File: config.mk
export PLATFORM = sky130hd
export DESIGN_NAME = msx_ram_top
export DESIGN_NICKNAME = d
export VERILOG_FILES = /design/src/msx_ram_pkg.sv /design/src/msx_ram_bridge.sv /design/src/msx_psram_arbiter.sv /design/src/msx_ram_top.sv
export SDC_FILE = /design/constraint.sdc
export NUM_CORES = 1
export LEC_CHECK = 0
export ABC_AREA = 1
export BUFFER_PORTS_ARGS = -buffer_cell sky130_fd_sc_hd__buf_4
export CAP_MARGIN = 30
export CORE_ASPECT_RATIO = 0.8
export CORE_MARGIN = 3
export CORE_UTILIZATION = 23
export DETAILED_ROUTE_END_ITERATION = 8
export PLACE_DENSITY = 0.45
export RECOVER_POWER = 50
export SLEW_MARGIN = 15
export SYNTH_ARGS = -nofsm -noshare
export SYNTH_HDL_FRONTEND = slang
export SYNTH_SLANG_ARGS = --single-unit
export TNS_END_PERCENT = 20
File: constraint.sdc
create_clock -name clk -period 1.75 [get_ports clk]
set_clock_uncertainty 0.15 [all_clocks]
set_input_delay 0.175 -clock clk [delete_from_list [all_inputs] [get_ports clk]]
set_output_delay 0.175 -clock clk [all_outputs]
set_load 0.05 [all_outputs]
File: src/msx_ram_pkg.sv
/*
 * MSX RAM subsystem shared definitions
 * Widths of the expansion bus and the PSRAM port, plus the state
 * encodings of the bus bridge and the PSRAM arbiter.
 */

`default_nettype none

package msx_ram_pkg;

	// --------------------
	// bus and PSRAM widths
	// --------------------

	// full 64 KB bus address and the byte that travels on the bus
	typedef logic [15:0] bus_addr_t;
	typedef logic [7:0] bus_data_t;
	// page number is the top two bits of the bus address
	typedef logic [1:0] page_t;
	// 4 MB byte addressed PSRAM
	typedef logic [21:0] psram_addr_t;
	// offset inside a 16 KB page
	typedef logic [13:0] page_offset_t;
	// upper PSRAM bits that pick one 16 KB region
	typedef logic [7:0] region_t;

	// --------------------
	// state machines
	// --------------------

	// one bus access walks idle, request, wait for data and reply
	typedef enum logic [1:0] {
		BR_IDLE,
		BR_REQUEST,
		BR_WAIT_DATA,
		BR_REPLY
	} bridge_state_t;

	// the arbiter remembers which bridge owns the PSRAM port
	typedef enum logic [1:0] {
		ARB_IDLE,
		ARB_BUSY_A,
		ARB_BUSY_B
	} arb_state_t;

endpackage

`default_nettype wire

File: src/msx_ram_bridge.sv
/*
 * MSX bus RAM bridge
 * Decodes one 16 KB page of the bus space and turns the level style
 * memory read and write strobes into single PSRAM requests.
 * A read returns its byte to the bus as a one cycle reply.
 */

`timescale 1ns/100ps
`default_nettype none

module msx_ram_bridge import msx_ram_pkg::*; #(
	parameter page_t PAGE = 2'd2,
	parameter region_t REGION = 8'd0
) (
	input wire logic clk,
	input wire logic n_reset,
	// expansion bus side
	input wire bus_addr_t bus_address,
	input wire bus_data_t bus_write_data,
	input wire logic bus_memory_read,
	input wire logic bus_memory_write,
	// request towards the arbiter
	output logic req_rd,
	output logic req_wr,
	output psram_addr_t req_address,
	output bus_data_t req_wdata,
	input wire logic req_busy,
	// read completion from the arbiter
	input wire bus_data_t rsp_data,
	input wire logic rsp_en,
	// reply towards the bus merge
	output logic reply_ready,
	output bus_data_t reply_data
);

	logic ff_memory_read;
	logic ff_memory_write;
	logic read_rise;
	logic write_rise;
	logic dec;
	logic read_live;
	page_offset_t offset;
	bridge_state_t state;

	// --------------------
	// strobe edge detect
	// --------------------

	// registered copies of the strobes, compared with the live ones
	always_ff @(posedge clk) begin
		if (!n_reset) begin
			ff_memory_read <= 1'b0;
			ff_memory_write <= 1'b0;
		end else begin
			ff_memory_read <= bus_memory_read;
			ff_memory_write <= bus_memory_write;
		end
	end

	// this bridge only answers for its own page
	assign dec = (bus_address[15:14] == PAGE);
	assign offset = bus_address[13:0];

	// only an edge seen inside the page starts an access
	assign read_rise = bus_memory_read & ~ff_memory_read & dec;
	assign write_rise = bus_memory_write & ~ff_memory_write & dec;

	// a read stays worth finishing while the master still asks for it here
	assign read_live = bus_memory_read & dec;

	// --------------------
	// access state machine
	// --------------------

	always_ff @(posedge clk) begin
		if (!n_reset) begin
			state <= BR_IDLE;
			req_rd <= 1'b0;
			req_wr <= 1'b0;
			req_address <= '0;
			req_wdata <= '0;
			reply_ready <= 1'b0;
			reply_data <= '0;
		end else begin
			case (state)
				BR_IDLE: begin
					// the PSRAM address is built from the bus offset, never from our output
					if (read_rise) begin
						req_rd <= 1'b1;
						req_address <= {REGION, offset};
						state <= BR_REQUEST;
					end else if (write_rise) begin
						req_wr <= 1'b1;
						req_address <= {REGION, offset};
						req_wdata <= bus_write_data;
						state <= BR_REQUEST;
					end
				end
				BR_REQUEST: begin
					// request and data hold still until a cycle without busy
					if (!req_busy) begin
						req_rd <= 1'b0;
						req_wr <= 1'b0;
						req_address <= '0;
						req_wdata <= '0;
						// a write is done once accepted, a read now waits for its byte
						state <= (req_rd && read_live) ? BR_WAIT_DATA : BR_IDLE;
					end else if (req_rd && !read_live) begin
						// master gave up before acceptance, so the read is dropped
						req_rd <= 1'b0;
						req_address <= '0;
						state <= BR_IDLE;
					end
				end
				BR_WAIT_DATA: begin
					if (!read_live) begin
						// a late completion is simply ignored in idle
						state <= BR_IDLE;
					end else if (rsp_en) begin
						reply_ready <= 1'b1;
						reply_data <= rsp_data;
						state <= BR_REPLY;
					end
				end
				BR_REPLY: begin
					// reply is shown for exactly one cycle and then cleared
					// so that the OR merge in the arbiter sees zero again
					reply_ready <= 1'b0;
					reply_data <= '0;
					state <= BR_IDLE;
				end
				default: begin
					state <= BR_IDLE;
				end
			endcase
		end
	end

endmodule

`default_nettype wire

File: src/msx_psram_arbiter.sv
/*
 * PSRAM arbiter for two bus RAM bridges
 * Hands the single PSRAM port to bridge A or B with A first, keeps the
 * owner until the PSRAM drops busy and routes read data to that owner.
 * Also merges both bridge replies into the one bus reply.
 */

`timescale 1ns/100ps
`default_nettype none

module msx_psram_arbiter import msx_ram_pkg::*; (
	input wire logic clk,
	input wire logic n_reset,
	// bridge A request and completion
	input wire logic a_rd,
	input wire logic a_wr,
	input wire psram_addr_t a_address,
	input wire bus_data_t a_wdata,
	output logic a_busy,
	output bus_data_t a_rsp_data,
	output logic a_rsp_en,
	// bridge B request and completion
	input wire logic b_rd,
	input wire logic b_wr,
	input wire psram_addr_t b_address,
	input wire bus_data_t b_wdata,
	output logic b_busy,
	output bus_data_t b_rsp_data,
	output logic b_rsp_en,
	// bridge replies and the merged bus reply
	input wire logic a_reply_ready,
	input wire bus_data_t a_reply_data,
	input wire logic b_reply_ready,
	input wire bus_data_t b_reply_data,
	output logic bus_read_ready,
	output bus_data_t bus_read_data,
	// shared PSRAM port
	output logic rd,
	output logic wr,
	output psram_addr_t address,
	output bus_data_t wdata,
	input wire logic busy,
	input wire bus_data_t rdata,
	input wire logic rdata_en
);

	arb_state_t state;
	logic sel_a;
	logic sel_b;

	// --------------------
	// grant select
	// --------------------

	// a held grant wins, otherwise bridge A has fixed priority
	always_comb begin
		sel_a = 1'b0;
		sel_b = 1'b0;
		case (state)
			ARB_BUSY_A: sel_a = 1'b1;
			ARB_BUSY_B: sel_b = 1'b1;
			default: begin
				if (a_rd || a_wr) begin
					sel_a = 1'b1;
				end else if (b_rd || b_wr) begin
					sel_b = 1'b1;
				end
			end
		endcase
	end

	// port follows the selected bridge with no added cycle
	always_comb begin
		if (sel_a) begin
			rd = a_rd;
			wr = a_wr;
			address = a_address;
			wdata = a_wdata;
		end else if (sel_b) begin
			rd = b_rd;
			wr = b_wr;
			address = b_address;
			wdata = b_wdata;
		end else begin
			rd = 1'b0;
			wr = 1'b0;
			address = '0;
			wdata = '0;
		end
	end

	// --------------------
	// owner tracking
	// --------------------

	// owner is latched whenever the PSRAM accepts, and released when busy ends
	always_ff @(posedge clk) begin
		if (!n_reset) begin
			state <= ARB_IDLE;
		end else if (!busy) begin
			if ((rd || wr) && sel_a) begin
				state <= ARB_BUSY_A;
			end else if ((rd || wr) && sel_b) begin
				state <= ARB_BUSY_B;
			end else begin
				state <= ARB_IDLE;
			end
		end
	end

	// the bridge without the grant must keep waiting
	assign a_busy = busy | sel_b;
	assign b_busy = busy | sel_a;

	// completion goes only to the bridge that issued the read
	assign a_rsp_en = rdata_en & (state == ARB_BUSY_A);
	assign b_rsp_en = rdata_en & (state == ARB_BUSY_B);
	assign a_rsp_data = (state == ARB_BUSY_A) ? rdata : '0;
	assign b_rsp_data = (state == ARB_BUSY_B) ? rdata : '0;

	// an idle bridge drives zero, so OR is enough for the bus reply
	assign bus_read_ready = a_reply_ready | b_reply_ready;
	assign bus_read_data = a_reply_data | b_reply_data;

endmodule

`default_nettype wire

File: src/msx_ram_top.sv
/*
 * MSX RAM subsystem top level
 * Two page bridges share one PSRAM port through the arbiter.
 */

`timescale 1ns/100ps
`default_nettype none

module msx_ram_top import msx_ram_pkg::*; #(
	parameter page_t PAGE_A = 2'd2,
	parameter region_t REGION_A = 8'd0,
	parameter page_t PAGE_B = 2'd1,
	parameter region_t REGION_B = 8'd1
) (
	input wire logic clk,
	input wire logic n_reset,
	// expansion bus
	input wire bus_addr_t bus_address,
	input wire bus_data_t bus_write_data,
	input wire logic bus_memory_read,
	input wire logic bus_memory_write,
	output logic bus_read_ready,
	output bus_data_t bus_read_data,
	// external PSRAM
	output logic rd,
	output logic wr,
	output psram_addr_t address,
	output bus_data_t wdata,
	input wire logic busy,
	input wire bus_data_t rdata,
	input wire logic rdata_en
);

	// bridge A links
	logic a_rd;
	logic a_wr;
	psram_addr_t a_address;
	bus_data_t a_wdata;
	logic a_busy;
	bus_data_t a_rsp_data;
	logic a_rsp_en;
	logic a_reply_ready;
	bus_data_t a_reply_data;

	// bridge B links
	logic b_rd;
	logic b_wr;
	psram_addr_t b_address;
	bus_data_t b_wdata;
	logic b_busy;
	bus_data_t b_rsp_data;
	logic b_rsp_en;
	logic b_reply_ready;
	bus_data_t b_reply_data;

	// page A bridge, page 2 by default
	msx_ram_bridge #(
		.PAGE(PAGE_A),
		.REGION(REGION_A)
	) u_bridge_a (
		.clk(clk),
		.n_reset(n_reset),
		.bus_address(bus_address),
		.bus_write_data(bus_write_data),
		.bus_memory_read(bus_memory_read),
		.bus_memory_write(bus_memory_write),
		.req_rd(a_rd),
		.req_wr(a_wr),
		.req_address(a_address),
		.req_wdata(a_wdata),
		.req_busy(a_busy),
		.rsp_data(a_rsp_data),
		.rsp_en(a_rsp_en),
		.reply_ready(a_reply_ready),
		.reply_data(a_reply_data)
	);

	// page B bridge, in its own PSRAM region so the pages never alias
	msx_ram_bridge #(
		.PAGE(PAGE_B),
		.REGION(REGION_B)
	) u_bridge_b (
		.clk(clk),
		.n_reset(n_reset),
		.bus_address(bus_address),
		.bus_write_data(bus_write_data),
		.bus_memory_read(bus_memory_read),
		.bus_memory_write(bus_memory_write),
		.req_rd(b_rd),
		.req_wr(b_wr),
		.req_address(b_address),
		.req_wdata(b_wdata),
		.req_busy(b_busy),
		.rsp_data(b_rsp_data),
		.rsp_en(b_rsp_en),
		.reply_ready(b_reply_ready),
		.reply_data(b_reply_data)
	);

	msx_psram_arbiter u_arbiter (
		.clk(clk),
		.n_reset(n_reset),
		.a_rd(a_rd),
		.a_wr(a_wr),
		.a_address(a_address),
		.a_wdata(a_wdata),
		.a_busy(a_busy),
		.a_rsp_data(a_rsp_data),
		.a_rsp_en(a_rsp_en),
		.b_rd(b_rd),
		.b_wr(b_wr),
		.b_address(b_address),
		.b_wdata(b_wdata),
		.b_busy(b_busy),
		.b_rsp_data(b_rsp_data),
		.b_rsp_en(b_rsp_en),
		.a_reply_ready(a_reply_ready),
		.a_reply_data(a_reply_data),
		.b_reply_ready(b_reply_ready),
		.b_reply_data(b_reply_data),
		.bus_read_ready(bus_read_ready),
		.bus_read_data(bus_read_data),
		.rd(rd),
		.wr(wr),
		.address(address),
		.wdata(wdata),
		.busy(busy),
		.rdata(rdata),
		.rdata_en(rdata_en)
	);

endmodule

`default_nettype wire

# Word level (Yosys, flattened, before mapping)
# Cells that the tools add are included.
# Widths: inputs -> output; s select.
# word_totals
regBits	90
inputBits	38
output_inout_bits	41
latchBits	0
rom_bits	0
mem_bits_rw	0
mem_count	0
wordCells	167
# classes
eq_ne	28
div_mod_pow	0
mux	79
mul	0
reduce_logical	27
n_bitwise	16
n_addsub	0
magnitude_cmp	0
shifts	0
# op_table
op	count
$mux 22	10
$mux 8	14
$pmux 22 s2	2
$pmux 8 s2	4
$mux 2	16
$reduce_and 3->1	8
$mux 1	23
$pmux 1 s2	8
$pmux 2 s4	2
$eq 2x2->1 const B	6
$ne 2x1->1 const B	6
$ne 2x2->1 const B	6
$ne 3x3->1 const B	4
$and 1x1->1	10
$eq 2x1->1 const B	4
$or 8x8->8	1
$reduce_and 4->1	2
$reduce_bool 2->1	4
$logic_and 1x1->1	6
$ne 3x1->1 const B	2
$logic_not 2->1	2
$logic_or 1x1->1	3
$or 1x1->1	3
$logic_not 1->1	2
$not 1->1	2

# Depth between registers and ports, before layout
# logic_depth
depth_word	10
ltp_mapped	11
mapped_depth_nobuf	11

# Hierarchy
# Synthesis repeated with hierarchy kept, for this count alone.
# hier_totals
hier_cells	635
hier_area_um2	4093.9
# by_module_without_submodules
module	cells_per_inst	seq_area_each_um2	n_inst	area_per_inst_um2
msx_ram_bridge at u_bridge_a	248	740.7	1	1691.6
msx_ram_bridge at u_bridge_b	200	760.7	1	1526.5
msx_psram_arbiter	187	40.0	1	875.8

# Worst setup path after synthesis
# Ideal clock, no wire load.
# synth_timing
path_kind	flip-flop to output port
startpoint	register u_arbiter.state[0]
endpoint	output port address[0]
path_stages_with_launch	9
t_arrival_ps	2541
t_required_ps	1425
setup_slack_ps	-1116
path_cell_list	dfxtp_1 -> inv_1 -> ha_1 -> or2_1 -> nand2_4 -> buf_4 -> buf_4 -> nand2_1 -> o21ai_0
# synth_between
elab_chain_cells	4
elab_cells_between_ends	6
cone_classes	eq/ne (2); mux (4)
# synth_lines
item	line_no	text
start, declared	msx_psram_arbiter.sv:47	arb_state_t state;
start signal, assigned	msx_psram_arbiter.sv:99	state <= ARB_IDLE;
start signal, assigned	msx_psram_arbiter.sv:102	state <= ARB_BUSY_A;
start signal, assigned	msx_psram_arbiter.sv:104	state <= ARB_BUSY_B;
$eq 2x2->1 / $eq 2x1->1 (equally long branches)	msx_psram_arbiter.sv:59	case (state)
$pmux 1 s2	msx_psram_arbiter.sv:59	
$mux 22	msx_psram_arbiter.sv:79	end else if (sel_b) begin
$mux 22 *	msx_psram_arbiter.sv:74	if (sel_a) begin
end, declared	msx_ram_top.sv:27	output psram_addr_t address,
# Mark *: on every way between the ends. The rest lies on a longest branch, timed or not.

# Worst setup path in the final report
# layout_timing
startpoint	register u_arbiter.state[0]
endpoint	output port address[1]
# The elaborated chain is that of the path after synthesis.

==> impl_metrics.yaml <==
finish:
  area.growth.synth_to_final_pct: 62.1
  multi_input_area_sq_mm: 0.00243
  utilization: 0.385
  drive_gt1_frac: 0.385
  layoutNonFillerInstCount: 895
  seq_area_sq_mm: 0.00151
  num-fill-cells: 1698
  fin_nets: 716
  antennaDiodeCount: 0
place:
  dpl.hpwl_um: 9090
  dpl.cell_count: 842
  numPortBuffers: 71
  place.gp.congestion: 0.802
  pre_cts_slack_ns: -0.233
run_status:
  violations: "setup timing"
  outcome: "complete, but fails checks"
routing:
  drc: 0
  wl_per_cell_um: 14.2
  ant_nets: 0
  avgViaCountPerCell: 4.47
  drtIter0Drc: 219
  dr.pass1.iters: 4
  route.vias.total: 4003
  wl_um: 12700
global_route:
  antenna_found_initial: 0
  grt-ovfl-total: 0
  grt_use_total: 0.144
  grt_max_degree: 52
  grt_pass1_vias: 4038
  grt_first_pass_wirelength_um: 20300
worst_setup_path:
  worst-endpoint-required_ns: 1.42
  cpMostUsedCell: "buf_12"
  crit_arrival_ns: 1.94
  crit_fanout: 7
  end_kind: "primary output"
  critPathMaxStageDelay_ns: 0.36
  critPathBufInv: 4
  cpMaxStageDelayCell: "dfxtp_4"
  r2r_setup_slack_ns: -0.31
  cpLargestDelayFamily: "buffers and inverters"
  cp_cell_sequence: "inv_2, ha_4, or2_4, nand2_8, buf_12, buf_12, nand2_4, o21ai_4, buf_6"
  cp-start-kind: "flip-flop"
  criticalPathCategory: "reg2out"
timing:
  finalCriticalPeriod_ns: 2.27
  post-route-period-util: 1.30
  setup_slack_ns: -0.517
  finalSetupViolations: 79
  rsz0062_at_grt: "true"
  maxSlewViolCount: 0
  fmax_ghz: 0.441
  hold_viol_final: 0
cts:
  path_clk_slew_ns: 0.06
  cts_tree: "built"
  clkSinkCount: 75
  cts.path.max_buffers: 2
  cts-htree-levels: 3
  clk_latency_ns: 0.34
  ctsRootBufferMaster: "clkbuf_16"
  cts_inserted_buffers: 9
floorplanning:
  core_sq_mm: 0.0160
  dieArea_sq_mm: 0.0181
  rows: 41
  start_util: 0.238
  die_x_um: 150
  ioPinCount: 79
  die_h_um: 121
synthesis:
  yosys_warnings: 0
  ys_ff_latch: 75
  synth_cell_types: 32
  synth_area_leaders: "dfxtp_1 (39%), nand2_1 (16%), a21oi_1 (7.8%)"
  synthFlopType: "dfxtp_1"
  synth_edf_count: 0
  synth.avg_cell_area_sq_um: 6.99
  synth_top_cell_by_area: "dfxtp_1"
  synth.most_common_cell: "nand2_1"
  ys_async_sr_fraction: 0
  synth_common_cells: "nand2_1 (165), dfxtp_1 (75), a21oi_1 (59)"
  synth_seq_area_share: 0.395
  synth.top_cell.area_share: 0.395
  syn_inst: 544
  syn_area_sq_mm: 0.00380
power_and_ir_drop:
  leakagePower_nw: 2.55
  irDropWorstVdd_uv: 536
  cellPowerDensity_mw_per_mm2: 953
  power_mw: 5.87
hold_path:
  hold_path_class: "in2reg"
flow_run:
  maxCapViolCount: 0
## cell families (layout without fill, tap and decap cells)
kind of cell	Yosys count	count (layout)	share of synthesized area
and+or+nand+nor	289	289	0.349
AOI/OAI and AO/OA	99	99	0.146
buffers and inverters	77	207	0.0994
DFF	75	75	0.395
adders and majority gates	3	3	0.00987
other	1	7	0.000986
## cell type report
cell class	count	share of cell area
clock inverter	6	0.0183
inverter	43	0.0272
multi-input combinational	398	0.395
clock buffer	10	0.0372
timing repair buffer	148	0.234
sequential	75	0.244
tap	215	0.0437
## timing repair
action,4_1_cts,5_1_grt
gates resized for setup,49,52
setup buffers,0,3
endpoints found under the setup margin,79,96
cloned,0,1
pin swaps,5,7
hold endpoints to repair,53,0
hold buffers,33,0
## report_power, final
group,switching [mW],total [mW],internal (mW)
clock,0.753,2.15,1.40
sequential,0.0817,1.91,1.82
combinational,1.07,1.82,0.746
## layout by cell type, fill, tap and decap left out, drive strengths merged
cell,n
or2,10
clkinv,4
o21ai,25
nand4,31
a31oi,2
dlygate4sd3,33
clkinvlp,1
nor3,2
inv,41
bufinv,3
conb,7
nand3,23
buf,103
a21oi,70
nor2,38
nor4,1
nand2,184
o211ai,1
o21a,1
clkbuf,22
ha,3
dfxtp,75
## worst register-to-register path: stages (launching register included)
cell	delay, ns
dfxtp_4	0.36
inv_2	0.04
ha_4	0.28
or2_4	0.14
nand2_8	0.08
buf_12	0.14
buf_6	0.11
nand2_4	0.06
buf_6	0.11
inv_1	0.05
o21ai_4	0.23
nand2_1	0.09
a21oi_1	0.14
## sequential cells by signal (all words and copies together), names as in the netlist, 2 cells and up
register and flops:
u_bridge_a.req_wdata 8, u_bridge_b.req_wdata 8, u_bridge_a.state 2, u_bridge_b.state 2, u_bridge_a.reply_data 8, u_bridge_b.req_address 15, u_arbiter.state 2, u_bridge_b.reply_data 8
u_bridge_a.req_address 14
## routing by layer
layer	global-route usage	up-vias	part of all wire
met3	0.0429	6	0.060
met4	0.0291	0	0.0049
met5	0	-	0
met1	0.194	1877	0.47
met2	0.228	102	0.46
li1	-	2018	-
## metrics by stage
stage                     hold slack, ns  area [sq um]  setup TNS [ns]
after detailed placement           0.219          5130          -14.09
after CTS                         0.0549          5980          -18.26
after global placement             0.216          5130          -12.47
after floorplan                    0.118          4170           -3.75
after global routing              0.0834          6160          -28.33
final                             0.0682          6160          -21.94
## worst paths after layout
check | start | endpoint | cells past startpoint
setup / recovery | u_arbiter.state[0]$_SDFFE_PN0N_ | address[1] | 9
hold / removal | n_reset | u_bridge_b.ff_memory_write$_SDFF_PN0_ | 3
setup reg to reg | u_arbiter.state[0]$_SDFFE_PN0N_ | u_bridge_b.req_wdata[2]$_SDFFE_PN0P_ | 12
hold reg to reg | u_bridge_b.reply_ready$_SDFFE_PN0P_ | u_bridge_b.reply_ready$_SDFFE_PN0P_ | 2
Note: power is estimated with default switching activity, not from simulation.
